`src/hw/klDiagPkg.sv`:
```
`default_nettype none

package klDiagPkg;

  ////////////////////////////////////////////////////////////
  // Widths
  localparam int DiagW = 7;
  localparam int DataW = 16;
  localparam int OpW = 4;
  localparam int SubW = 3;
  localparam int BurstW = 8;
  localparam int CramAdrW = 11;
  localparam int BurstHalfW = BurstW / 2;
  // CRAM right half takes the extra bit
  localparam int CramRhW = (CramAdrW + 1) / 2;
  localparam int SrcRateW = 4;
  localparam int IllCntW = 8;
  localparam int ClkStateW = 2;

  // Diagnostic word, seen as a function number or as group plus sub-function
  typedef union packed {
    logic [DiagW-1:0] fnNum;
    struct packed {
      logic [DiagW-SubW-1:0] group;
      logic [SubW-1:0] sub;
    } grp;
  } tDiagWord;

  ////////////////////////////////////////////////////////////
  // CLK diagnostic function codes
  localparam logic [DiagW-1:0] FnStopClock   = 7'o000;
  localparam logic [DiagW-1:0] FnStartClock  = 7'o001;
  localparam logic [DiagW-1:0] FnBurst       = 7'o004;
  localparam logic [DiagW-1:0] FnClrReset    = 7'o006;
  localparam logic [DiagW-1:0] FnSetReset    = 7'o007;
  localparam logic [DiagW-1:0] FnLdBurstRh   = 7'o042;
  localparam logic [DiagW-1:0] FnLdBurstLh   = 7'o043;
  localparam logic [DiagW-1:0] FnClrSrcRate  = 7'o044;
  localparam logic [DiagW-1:0] FnLdSrcRate   = 7'o045;
  localparam logic [DiagW-1:0] FnLdCramAdrRh = 7'o051;
  localparam logic [DiagW-1:0] FnLdCramAdrLh = 7'o052;
  localparam logic [DiagW-1:0] FnEnableKl    = 7'o067;
  localparam logic [DiagW-1:0] FnEbusLoad    = 7'o076;

  // Read group and its sub-functions
  localparam logic [DiagW-SubW-1:0] FnReadGroup = 4'o10;
  localparam logic [SubW-1:0] RdStatus = 3'd0;
  localparam logic [SubW-1:0] RdBurst  = 3'd1;
  localparam logic [SubW-1:0] RdCram   = 3'd2;
  localparam logic [SubW-1:0] RdEbus   = 3'd3;
  localparam logic [SubW-1:0] RdIllCnt = 3'd4;

  ////////////////////////////////////////////////////////////
  // Internal operations
  localparam logic [OpW-1:0] OpStop     = 4'd0;
  localparam logic [OpW-1:0] OpStart    = 4'd1;
  localparam logic [OpW-1:0] OpBurst    = 4'd2;
  localparam logic [OpW-1:0] OpRstSet   = 4'd3;
  localparam logic [OpW-1:0] OpRstClr   = 4'd4;
  localparam logic [OpW-1:0] OpLdBurstR = 4'd5;
  localparam logic [OpW-1:0] OpLdBurstL = 4'd6;
  localparam logic [OpW-1:0] OpLdSrc    = 4'd7;
  localparam logic [OpW-1:0] OpLdCramR  = 4'd8;
  localparam logic [OpW-1:0] OpLdCramL  = 4'd9;
  localparam logic [OpW-1:0] OpKlEn     = 4'd10;
  localparam logic [OpW-1:0] OpEbusLd   = 4'd11;
  localparam logic [OpW-1:0] OpRead     = 4'd12;
  localparam logic [OpW-1:0] OpIllegal  = 4'd13;

  // Clock run state
  localparam logic [ClkStateW-1:0] ClkIdle  = 2'd0;
  localparam logic [ClkStateW-1:0] ClkRun   = 2'd1;
  localparam logic [ClkStateW-1:0] ClkBurst = 2'd2;

endpackage

`default_nettype wire

```
`src/hw/clkExecute.sv`:
```
`timescale 1ns/1ps
`default_nettype none

module clkExecute (
  input  wire logic                            top0,
  input  wire logic                            rst,
  input  wire logic                            cmdValid,
  input  wire logic [klDiagPkg::OpW-1:0]       cmdOp,
  input  wire logic [klDiagPkg::DataW-1:0]     cmdData,
  output logic                                 clkEn,
  output logic                                 running,
  output logic                                 bursting,
  output logic [klDiagPkg::BurstW-1:0]         burstCnt,
  output logic                                 eboxReset,
  output logic                                 klEnable,
  output logic [klDiagPkg::SrcRateW-1:0]       srcRate,
  output logic [klDiagPkg::CramAdrW-1:0]       cramDiagAdr,
  output logic [klDiagPkg::DataW-1:0]          ebusReg
);

  localparam int BurstLhW = klDiagPkg::BurstW - klDiagPkg::BurstHalfW;
  localparam int CramLhW = klDiagPkg::CramAdrW - klDiagPkg::CramRhW;

  logic [klDiagPkg::ClkStateW-1:0] clkState;
  // Working copy, so burstCnt stays readable
  logic [klDiagPkg::BurstW-1:0] burstLeft;

  assign running = (clkState == klDiagPkg::ClkRun);
  assign bursting = (clkState == klDiagPkg::ClkBurst);

  // EBOX clock enable, steady in run, counted in burst
  assign clkEn = running | bursting;

  ////////////////////////////////////////////////////////////
  // Clock run/burst FSM
  always_ff @(posedge top0) begin
    if (rst) begin
      clkState <= klDiagPkg::ClkIdle;
      burstLeft <= '0;
    end else begin
      if (clkState == klDiagPkg::ClkBurst) begin
        burstLeft <= burstLeft - 1'b1;
        // Last counted cycle
        if (burstLeft == 1) begin
          clkState <= klDiagPkg::ClkIdle;
        end
      end

      // A new clock command overrides a burst in progress
      if (cmdValid) begin
        case (cmdOp)
          klDiagPkg::OpStop: begin
            clkState <= klDiagPkg::ClkIdle;
          end
          klDiagPkg::OpStart: begin
            clkState <= klDiagPkg::ClkRun;
          end
          klDiagPkg::OpBurst: begin
            burstLeft <= burstCnt;
            if (burstCnt != '0) begin
              clkState <= klDiagPkg::ClkBurst;
            end else begin
              clkState <= klDiagPkg::ClkIdle;
            end
          end
          default: begin
          end
        endcase
      end
    end
  end

  ////////////////////////////////////////////////////////////
  // Reset flag, enables and loadable fields
  always_ff @(posedge top0) begin
    if (rst) begin
      // Machine comes up held in reset
      eboxReset <= 1'b1;
      klEnable <= 1'b0;
      srcRate <= '0;
      burstCnt <= '0;
      cramDiagAdr <= '0;
      ebusReg <= '0;
    end else if (cmdValid) begin
      case (cmdOp)
        klDiagPkg::OpRstSet: begin
          eboxReset <= 1'b1;
        end
        klDiagPkg::OpRstClr: begin
          eboxReset <= 1'b0;
        end
        // Half loads take the low bits of the data word
        klDiagPkg::OpLdBurstR: begin
          burstCnt[klDiagPkg::BurstHalfW-1:0] <= cmdData[klDiagPkg::BurstHalfW-1:0];
        end
        klDiagPkg::OpLdBurstL: begin
          burstCnt[klDiagPkg::BurstW-1:klDiagPkg::BurstHalfW] <= cmdData[BurstLhW-1:0];
        end
        klDiagPkg::OpLdSrc: begin
          srcRate <= cmdData[klDiagPkg::SrcRateW-1:0];
        end
        klDiagPkg::OpLdCramR: begin
          cramDiagAdr[klDiagPkg::CramRhW-1:0] <= cmdData[klDiagPkg::CramRhW-1:0];
        end
        klDiagPkg::OpLdCramL: begin
          cramDiagAdr[klDiagPkg::CramAdrW-1:klDiagPkg::CramRhW] <= cmdData[CramLhW-1:0];
        end
        klDiagPkg::OpKlEn: begin
          klEnable <= 1'b1;
        end
        klDiagPkg::OpEbusLd: begin
          ebusReg <= cmdData;
        end
        // Reads and illegal functions leave state alone
        default: begin
        end
      endcase
    end
  end

endmodule

`default_nettype wire

```
`src/hw/diagDecode.sv`:
```
`timescale 1ns/1ps
`default_nettype none

module diagDecode (
  input  wire logic                          top0,
  input  wire logic                          rst,
  input  wire logic [klDiagPkg::DiagW-1:0]   ds,
  input  wire logic [klDiagPkg::DataW-1:0]   data,
  input  wire logic                          diagStrobe,
  output logic                               cmdValid,
  output logic [klDiagPkg::OpW-1:0]          cmdOp,
  output logic [klDiagPkg::SubW-1:0]         cmdSub,
  output logic [klDiagPkg::DataW-1:0]        cmdData
);

  klDiagPkg::tDiagWord word;
  logic strobeQ;
  logic strobeRise;
  logic [klDiagPkg::OpW-1:0] opNext;
  logic clearData;

  assign word = ds;

  // One action per strobe, only on its low-to-high change
  assign strobeRise = diagStrobe & ~strobeQ;

  ////////////////////////////////////////////////////////////
  // Function number to operation
  always_comb begin
    clearData = 1'b0;
    case (word.fnNum)
      klDiagPkg::FnStopClock:   opNext = klDiagPkg::OpStop;
      klDiagPkg::FnStartClock:  opNext = klDiagPkg::OpStart;
      klDiagPkg::FnBurst:       opNext = klDiagPkg::OpBurst;
      klDiagPkg::FnSetReset:    opNext = klDiagPkg::OpRstSet;
      klDiagPkg::FnClrReset: begin
        opNext = klDiagPkg::OpRstClr;
        clearData = 1'b1;
      end
      klDiagPkg::FnLdBurstRh:   opNext = klDiagPkg::OpLdBurstR;
      klDiagPkg::FnLdBurstLh:   opNext = klDiagPkg::OpLdBurstL;
      klDiagPkg::FnLdSrcRate:   opNext = klDiagPkg::OpLdSrc;
      // Clearing source/rate is a load of zero
      klDiagPkg::FnClrSrcRate: begin
        opNext = klDiagPkg::OpLdSrc;
        clearData = 1'b1;
      end
      klDiagPkg::FnLdCramAdrRh: opNext = klDiagPkg::OpLdCramR;
      klDiagPkg::FnLdCramAdrLh: opNext = klDiagPkg::OpLdCramL;
      klDiagPkg::FnEnableKl:    opNext = klDiagPkg::OpKlEn;
      klDiagPkg::FnEbusLoad:    opNext = klDiagPkg::OpEbusLd;
      default: begin
        // Whole read group goes to the result block, sub picks the word
        if (word.grp.group == klDiagPkg::FnReadGroup) begin
          opNext = klDiagPkg::OpRead;
        end else begin
          opNext = klDiagPkg::OpIllegal;
        end
      end
    endcase
  end

  ////////////////////////////////////////////////////////////
  // Edge detect and command pulse
  always_ff @(posedge top0) begin
    if (rst) begin
      strobeQ <= 1'b0;
      cmdValid <= 1'b0;
    end else begin
      strobeQ <= diagStrobe;
      cmdValid <= strobeRise;
    end
  end

  // Command fields latched on the strobe edge
  always_ff @(posedge top0) begin
    if (strobeRise) begin
      cmdOp <= opNext;
      cmdSub <= word.grp.sub;
      cmdData <= clearData ? '0 : data;
    end
  end

endmodule

`default_nettype wire

```
`src/hw/diagResult.sv`:
```
`timescale 1ns/1ps
`default_nettype none

module diagResult (
  input  wire logic                            top0,
  input  wire logic                            rst,
  input  wire logic                            cmdValid,
  input  wire logic [klDiagPkg::OpW-1:0]       cmdOp,
  input  wire logic [klDiagPkg::SubW-1:0]      cmdSub,
  input  wire logic                            running,
  input  wire logic                            bursting,
  input  wire logic [klDiagPkg::BurstW-1:0]    burstCnt,
  input  wire logic [klDiagPkg::CramAdrW-1:0]  cramDiagAdr,
  input  wire logic [klDiagPkg::DataW-1:0]     ebusReg,
  input  wire logic                            eboxReset,
  input  wire logic                            klEnable,
  output logic [klDiagPkg::DataW-1:0]          rdData,
  output logic                                 rdValid
);

  logic [klDiagPkg::IllCntW-1:0] illCnt;
  logic [klDiagPkg::DataW-1:0] rdWord;
  logic isRead;

  assign isRead = cmdValid && (cmdOp == klDiagPkg::OpRead);

  // Illegal functions, saturating
  always_ff @(posedge top0) begin
    if (rst) begin
      illCnt <= '0;
    end else if (cmdValid && (cmdOp == klDiagPkg::OpIllegal) && (illCnt != '1)) begin
      illCnt <= illCnt + 1'b1;
    end
  end

  ////////////////////////////////////////////////////////////
  // Read-back word, zero-extended
  always_comb begin
    rdWord = '0;
    case (cmdSub)
      klDiagPkg::RdStatus: rdWord[3:0] = {klEnable, eboxReset, bursting, running};
      klDiagPkg::RdBurst:  rdWord[klDiagPkg::BurstW-1:0] = burstCnt;
      klDiagPkg::RdCram:   rdWord[klDiagPkg::CramAdrW-1:0] = cramDiagAdr;
      klDiagPkg::RdEbus:   rdWord = ebusReg;
      klDiagPkg::RdIllCnt: rdWord[klDiagPkg::IllCntW-1:0] = illCnt;
      default:             rdWord = '0;
    endcase
  end

  always_ff @(posedge top0) begin
    if (rst) begin
      rdValid <= 1'b0;
      rdData <= '0;
    end else begin
      rdValid <= isRead;
      // Held until the next read
      if (isRead) begin
        rdData <= rdWord;
      end
    end
  end

endmodule

`default_nettype wire

```
`src/hw/klDiagTop.sv`:
```
`timescale 1ns/1ps
`default_nettype none

module klDiagTop (
  input  wire logic                            top0,
  input  wire logic                            rst,
  input  wire logic [klDiagPkg::DiagW-1:0]     ds,
  input  wire logic [klDiagPkg::DataW-1:0]     data,
  input  wire logic                            diagStrobe,
  output logic                                 clkEn,
  output logic                                 eboxReset,
  output logic                                 klEnable,
  output logic [klDiagPkg::SrcRateW-1:0]       srcRate,
  output logic [klDiagPkg::CramAdrW-1:0]       cramDiagAdr,
  output logic [klDiagPkg::DataW-1:0]          rdData,
  output logic                                 rdValid
);

  // Decoded command
  logic cmdValid;
  logic [klDiagPkg::OpW-1:0] cmdOp;
  logic [klDiagPkg::SubW-1:0] cmdSub;
  logic [klDiagPkg::DataW-1:0] cmdData;

  // Execute state for read-back
  logic running;
  logic bursting;
  logic [klDiagPkg::BurstW-1:0] burstCnt;
  logic [klDiagPkg::DataW-1:0] ebusReg;

  diagDecode decode_i (
    .top0(top0), .rst(rst), .ds(ds), .data(data), .diagStrobe(diagStrobe),
    .cmdValid(cmdValid), .cmdOp(cmdOp), .cmdSub(cmdSub), .cmdData(cmdData)
  );

  clkExecute execute_i (
    .top0(top0), .rst(rst), .cmdValid(cmdValid), .cmdOp(cmdOp), .cmdData(cmdData),
    .clkEn(clkEn), .running(running), .bursting(bursting), .burstCnt(burstCnt),
    .eboxReset(eboxReset), .klEnable(klEnable), .srcRate(srcRate),
    .cramDiagAdr(cramDiagAdr), .ebusReg(ebusReg)
  );

  diagResult result_i (
    .top0(top0), .rst(rst), .cmdValid(cmdValid), .cmdOp(cmdOp), .cmdSub(cmdSub),
    .running(running), .bursting(bursting), .burstCnt(burstCnt),
    .cramDiagAdr(cramDiagAdr), .ebusReg(ebusReg), .eboxReset(eboxReset),
    .klEnable(klEnable), .rdData(rdData), .rdValid(rdValid)
  );

endmodule

`default_nettype wire

```
`config.mk`:
```
export PLATFORM = sky130hd
export DESIGN_NAME = klDiagTop
export DESIGN_NICKNAME = d
export VERILOG_FILES = /design/src/hw/klDiagPkg.sv /design/src/hw/clkExecute.sv /design/src/hw/diagDecode.sv /design/src/hw/diagResult.sv /design/src/hw/klDiagTop.sv
export SDC_FILE = /design/constraint.sdc
export NUM_CORES = 1
export LEC_CHECK = 0
export BUFFER_PORTS_ARGS = -buffer_cell sky130_fd_sc_hd__buf_2
export CORE_MARGIN = 8
export CORE_UTILIZATION = 25
export DETAILED_ROUTE_END_ITERATION = 10
export PLACE_DENSITY = 0.5
export SLEW_MARGIN = 20
export SYNTH_ARGS = -nofsm -noshare
export SYNTH_HDL_FRONTEND = slang
export SYNTH_HIERARCHICAL = 1
export SYNTH_SLANG_ARGS = --single-unit
```
`constraint.sdc`:
```
create_clock -name top0 -period 1.8 [get_ports top0]
set_input_delay 0.27 -clock top0 [delete_from_list [all_inputs] [get_ports top0]]
set_output_delay 0.27 -clock top0 [all_outputs]
set_load 0.005 [all_outputs]
```
======== Word level (Yosys, flattened, before mapping) ========
Index checks and enable logic that the tools add are counted.
Widths: inputs -> output; s select.
word-level totals
  bits in registers ....................... 101
  input port bits ......................... 26
  output and inout port bits .............. 35
  word-level logic and storage cells ...... 91
operators by class
  $add $sub $neg .......................... 2
  equal/unequal tests ..................... 34
  mux-type cells .......................... 16
  bitwise operators ....................... 3
  reductions and logical operators ........ 18
operator list
  operator             number
  $eq 7x6->1 const B   8
  $pmux 4 s12          1
  $eq 4x4->1 const B   7
  $mux 8               3
  $eq 7x3->1 const B   3
  $pmux 4 s5           1
  $eq 4x3->1 const B   4
  $pmux 4 s4           1
  $reduce_and 2->1     8
  $add 8x1->8 const B  1
  $eq 4x2->1 const B   2
  $eq 8x1->1 const B   1
  $mux 2               4
  $ne 8x8->1 const B   1
  $reduce_bool 8->1    1
  $sub 8x1->8 const B  1
  $eq 7x1->1 const B   1
  $logic_not 7->1      1
  $eq 3x2->1 const B   2
  $pmux 2 s3           1
  $pmux 3 s2           1
  $mux 5               1
  $eq 4x1->1 const B   1
  $logic_not 4->1      1
  other kinds (13)     17

======== Logic depth before layout (Yosys ltp) ========
  word-level depth ........................ 5
  gate-level depth with buffers ........... 6
  gate-level depth less buffers ........... 5

======== Hierarchy ========
The synthesis kept the hierarchy.
modules (own cells, without submodules)
  module      instances  cells an instance  area an instance (sq um)  sequential area each (sq um)
  clkExecute  1          263                2205.9                    1021.0
  diagResult  1          158                1363.8                    500.5
  diagDecode  1          93                 1161.1                    730.7

======== Worst setup path after synthesis ========
Ideal clock, no wire load.
  path type ............................... reg-to-reg
  start point ............................. register execute_i/clkState[0] (netlist bit)
  end point ............................... register execute_i/burstLeft[7] (netlist bit)
  setup time .............................. 0.091 ns
  arrival time ............................ 1.742 ns
  data required time ...................... 1.709 ns
  setup slack ............................. -0.033 ns
  stages on the path, launching flop included .. 6
  buffers on the path ..................... 0
  period minus slack after synthesis ...... 1.833 ns
  path through ............................ dfxtp_1 > inv_1 > ha_1 > or4b_4 > or4_1 > a311oi_1
between the ends
  cells in the longest elaborated chain, start to end .. 4
RTL lines
  item                      line              source
  start: declaration        clkExecute.sv:24  logic [klDiagPkg::ClkStateW-1:0] clkState;
  start signal: assignment  clkExecute.sv:38  clkState <= klDiagPkg::ClkIdle;
  start signal: assignment  clkExecute.sv:45  clkState <= klDiagPkg::ClkIdle;
  start signal: assignment  clkExecute.sv:53  clkState <= klDiagPkg::ClkIdle;
  $eq 2x2->1 (*)            n/a
  via bursting              klDiagTop.sv:27   logic bursting;
  $mux 8 (*)                clkExecute.sv:41  if (clkState == klDiagPkg::ClkBurst) begin
  $mux 8                    clkExecute.sv:51  case (cmdOp)
  $mux 8 (*)                clkExecute.sv:50  if (cmdValid) begin
  end signal: assignment    clkExecute.sv:42  burstLeft <= burstLeft - 1'b1;
  end signal: assignment    clkExecute.sv:59  burstLeft <= burstCnt;
  end: declaration          clkExecute.sv:26  logic [klDiagPkg::BurstW-1:0] burstLeft;
Mark *: on every way through the listed nets, which the timed path passes. The rest lies on a longest branch.
A chain may end at the register's enable or synchronous reset.

======== Worst setup path after layout ========
Same ends and word-level chain as after synthesis.

==> flow_summary.json <==
{
  "tritoncts.num_buffers": 9,
  "r2r_start": "execute_i/clkState[0]$_SDFF_PP0_",
  "synthesis.area_per_instance_um2": 9.20,
  "path_buf_inv": 1,
  "ff2ff_setup_slack_ns": 0.04,
  "die_area_um2": 23600,
  "holdPathEnd": "decode_i/cmdData[11]$_SDFFCE_PP0P_",
  "cts_sinks": 101,
  "totalPowerFinal_mw": 4.70,
  "synthTopCellsByArea": "sky130_fd_sc_hd__dfxtp_1, sky130_fd_sc_hd__edfxtp_1, sky130_fd_sc_hd__a21oi_1, sky130_fd_sc_hd__o21ai_0, sky130_fd_sc_hd__nand3_1",
  "critPathKind": "flip-flop to flip-flop",
  "first_global_vias": 3985,
  "hold_violations": 0,
  "holdPathStages": 2,
  "final.setup_skew_ns": 0.00784,
  "netlist.top_cell.by_area": "sky130_fd_sc_hd__dfxtp_1",
  "pins_over_slew_limit": 0,
  "max_cap_violations": 0,
  "htree_num_levels": 3,
  "final.period_utilization_pct": 97.7,
  "wirelength_um": 13100,
  "status": "finished clean",
  "reg2regPathDepth": 5,
  "core_um2": 18600,
  "cellLeakagePower_nw": 2.13,
  "slowest_delay_ns": 0.46,
  "worst-path-max-fanout": 3,
  "postPlaceCellArea_um2": 5420,
  "cp.required_ns": 2.07,
  "die_height_um": 154,
  "worst_pin_slew_ns": 0.472,
  "detailedRoute.firstPassIterationCount": 5,
  "synthesis.yosys.warnings": 6,
  "wl_per_cell_um": 15.9,
  "grt_setup_unrepaired": "true",
  "yosysTopAreaCellShare_pct": 33.0,
  "dr_total_vias": 4055,
  "starting_utilization_of_the_core_area_pct": 25.4,
  "critical_path.endpoint_type": "flip-flop",
  "irDropWorstVdd_mv": 0.354,
  "path_cells": "inv_2, ha_4, or4b_4, or4_4, a311oi_2",
  "clock_power_share_pct": 42.3,
  "vias_per_cell": 4.93,
  "fin_cells": 822,
  "finalCriticalPeriod_ns": 1.76,
  "synth_edf_count": 23,
  "area_growth_pct": 22.4,
  "clk_path_buf_depth": 2,
  "route.antenna.remaining_nets": 0,
  "synth_area_um2": 4730,
  "ys_seq_elements": 101,
  "layout-drive-gt1-share_pct": 23.0,
  "finalWeightedCongestion": 0.780,
  "die_w_um": 154,
  "place.detailed.instances": 803,
  "gr-usage-all-layers_pct": 11.2,
  "drt_iter0_markers": 278,
  "grt_start_max_net_pins": 30,
  "setup-violations-final": 0,
  "crit_path_top_delay_cell": "sky130_fd_sc_hd__or4b_4",
  "number_of_nets_in_the_layout": 614,
  "grt_remaining_overflow": 0,
  "postCtsHoldBufs": 0,
  "relSlewSlack_pct": 67.7,
  "post_synth_num_cell_types": 64,
  "cell_internal_pwr_mw": 3.48,
  "synth_top_flop_cell": "sky130_fd_sc_hd__dfxtp_1",
  "switching_power_mw": 1.22,
  "clk_pin_slew_ns": 0.08,
  "power_density_nw_per_um2": 812,
  "start_kind": "flip-flop",
  "dp_hpwl_um": 9750,
  "min_from": "data[11]",
  "grt_first_pass_wirelength_um": 21600,
  "maxClockFrequency_ghz": 0.569,
  "sequentialPowerShare_pct": 51.0,
  "postSynthCellCount": 514,
  "ctsRootBufferMaster": "sky130_fd_sc_hd__clkbuf_16",
  "worst_hold_path_type": "input pin to flip-flop",
  "synthArstFlopShare_pct": 0,
  "finalInstanceArea_um2": 5790,
  "numPortBuffers": 60,
  "synth.net_count": 545,
  "antenna_cells": 0,
  "worst_r2r_endpoint": "execute_i/burstLeft[7]$_SDFF_PP0_",
  "arrival_time_of_the_worst_setup_path_ns": 2.02,
  "cts_tree": "done",
  "initial_antenna_violation_count": 0,
  "final.fill_count": 2019,
  "ios": 61,
  "placementRows": 50,
  "synth_sequential_area_ratio_pct": 47.6,
  "cpLargestDelayFamily": "simple AND/OR/NAND/NOR gates",
  "route.detailed.drc": 0,
  "p_sw_share_pct": 25.9,
  "worstSkewPairLatency_ns": 0.35,
  "pwr-share-comb_pct": 6.7
}
## what timing repair did
action / 4_1_cts / 5_1_grt
resized for setup: 2 / 5
endpoints found under the setup margin: 1 / 3
pin swaps: 1 / 1
buffers inserted: 0 / 3
## sequential cells by signal, summed over array words and instances (netlist names), 2 cells and up
name / count
execute_i/burstLeft: 8
execute_i/clkState: 2
result_i/rdData: 16
execute_i/srcRate: 4
result_i/illCnt: 8
execute_i/ebusReg: 16
execute_i/burstCnt: 8
execute_i/cramDiagAdr: 11
decode_i/cmdOp: 4
decode_i/cmdData: 16
decode_i/cmdSub: 3
## power by group through the flow
stage / clock network, mW / logic [mW] / registers (mW)
final: 1.99 / 0.317 / 2.40
after global routing: 2.14 / 0.352 / 2.40
after CTS: 2.05 / 0.314 / 2.40
after detailed placement: 0 / 0.313 / 2.45
after global placement: 0 / 0.306 / 2.45
after floorplan: 0 / 0.196 / 2.44
## final cells by class
type,count,area (um^2),area share [%]
timing repair buffer,95,576,9.94
clock buffer,9,225,3.89
clock inverter,7,88.8,1.53
tap,234,293,5.06
multi-input combinational,367,2320,40.1
inverter,9,33.8,0.583
sequential,101,2250,38.9
## cells in the mapped netlist, types with 6 or more instances
cell type,count
sky130_fd_sc_hd__edfxtp_1,23
sky130_fd_sc_hd__clkbuf_1,25
sky130_fd_sc_hd__nor3_1,11
sky130_fd_sc_hd__o21ai_0,44
sky130_fd_sc_hd__nor2b_1,7
sky130_fd_sc_hd__inv_1,9
sky130_fd_sc_hd__xor2_1,7
sky130_fd_sc_hd__nand2_1,24
sky130_fd_sc_hd__o31ai_1,8
sky130_fd_sc_hd__mux2_2,8
sky130_fd_sc_hd__buf_2,9
sky130_fd_sc_hd__nand3_1,43
sky130_fd_sc_hd__and3_1,9
sky130_fd_sc_hd__nand2b_1,7
sky130_fd_sc_hd__a21oi_1,59
sky130_fd_sc_hd__nand4_1,9
sky130_fd_sc_hd__nor2_1,20
sky130_fd_sc_hd__mux2i_1,6
sky130_fd_sc_hd__dfxtp_1,78
sky130_fd_sc_hd__a22o_1,6
sky130_fd_sc_hd__and2_1,17
## kinds of logic after synthesis
group	after synthesis	share of synthesized area (%)
xor+xnor	11	2.04
mux	15	3.49
buf+inv	46	4.05
fa+ha+maj	5	1.32
flops	101	47.6
simple gates	181	21.7
compound gates	155	19.8
## placed cells by master, fill, tap and decap left out, types with 3 or more instances in the layout
cell,n
sky130_fd_sc_hd__nor2b_1,6
sky130_fd_sc_hd__o21ai_0,44
sky130_fd_sc_hd__nand3_1,43
sky130_fd_sc_hd__a32oi_1,5
sky130_fd_sc_hd__clkbuf_16,9
sky130_fd_sc_hd__nand4_1,9
sky130_fd_sc_hd__nand2b_1,7
sky130_fd_sc_hd__nand2_1,24
sky130_fd_sc_hd__or3_1,4
sky130_fd_sc_hd__xor2_1,7
sky130_fd_sc_hd__a211oi_1,5
sky130_fd_sc_hd__a22o_1,6
sky130_fd_sc_hd__buf_2,60
sky130_fd_sc_hd__o21ai_1,5
sky130_fd_sc_hd__xnor2_1,4
sky130_fd_sc_hd__mux2_2,8
sky130_fd_sc_hd__and3b_1,3
sky130_fd_sc_hd__and2_1,17
sky130_fd_sc_hd__ha_1,4
sky130_fd_sc_hd__o31ai_1,8
sky130_fd_sc_hd__a21oi_1,59
sky130_fd_sc_hd__nor3_1,11
sky130_fd_sc_hd__nor2_1,20
sky130_fd_sc_hd__a311oi_1,3
sky130_fd_sc_hd__and3_1,9
sky130_fd_sc_hd__nor3b_1,3
sky130_fd_sc_hd__edfxtp_1,23
sky130_fd_sc_hd__a22oi_1,3
sky130_fd_sc_hd__inv_1,8
sky130_fd_sc_hd__nand3b_1,4
sky130_fd_sc_hd__dfxtp_1,76
sky130_fd_sc_hd__buf_4,34
sky130_fd_sc_hd__mux2i_1,6
sky130_fd_sc_hd__clkinv_8,3
## metal layers
layer  wire length, um  GRT usage, %
met1              6440          15.1
met3               628          2.49
met2              5870          17.4
met5                 0             0
met4               173          3.97
## how the worst max path moves through the flow
stage	from	end	slack, ns	cells after the start
after CTS	execute_i/clkState[0]$_SDFF_PP0_	execute_i/burstLeft[7]$_SDFF_PP0_	0.01	5
after global placement	execute_i/clkState[0]$_SDFF_PP0_	execute_i/burstLeft[7]$_SDFF_PP0_	0.07	5
after floorplan	execute_i/clkState[0]$_SDFF_PP0_	execute_i/burstLeft[7]$_SDFF_PP0_	0.0009	5
after detailed placement	execute_i/clkState[0]$_SDFF_PP0_	execute_i/burstLeft[7]$_SDFF_PP0_	0.02	5
final	execute_i/clkState[0]$_SDFF_PP0_	execute_i/burstLeft[7]$_SDFF_PP0_	0.04	5
after global routing	execute_i/clkState[0]$_SDFF_PP0_	execute_i/burstLeft[7]$_SDFF_PP0_	-0.003	5
## stage by stage
| step | hold slack, ns | setup TNS [ns] | setup WS [ns] | utilization, % |
|---|---|---|---|---|
| global route | 0.174 | -0.00323 | -0.00323 | 31.1 |
| CTS | 0.179 | 0 | 0.0142 | 30.8 |
| finish | 0.192 | 0 | 0.0416 | 31.1 |
| global placement | 0.423 | 0 | 0.0691 | 29.1 |
| detailed placement | 0.422 | 0 | 0.0151 | 29.1 |
| floorplan | 0.342 | 0 | 0.000887 | - |
Power figures use the tool's default switching activity.
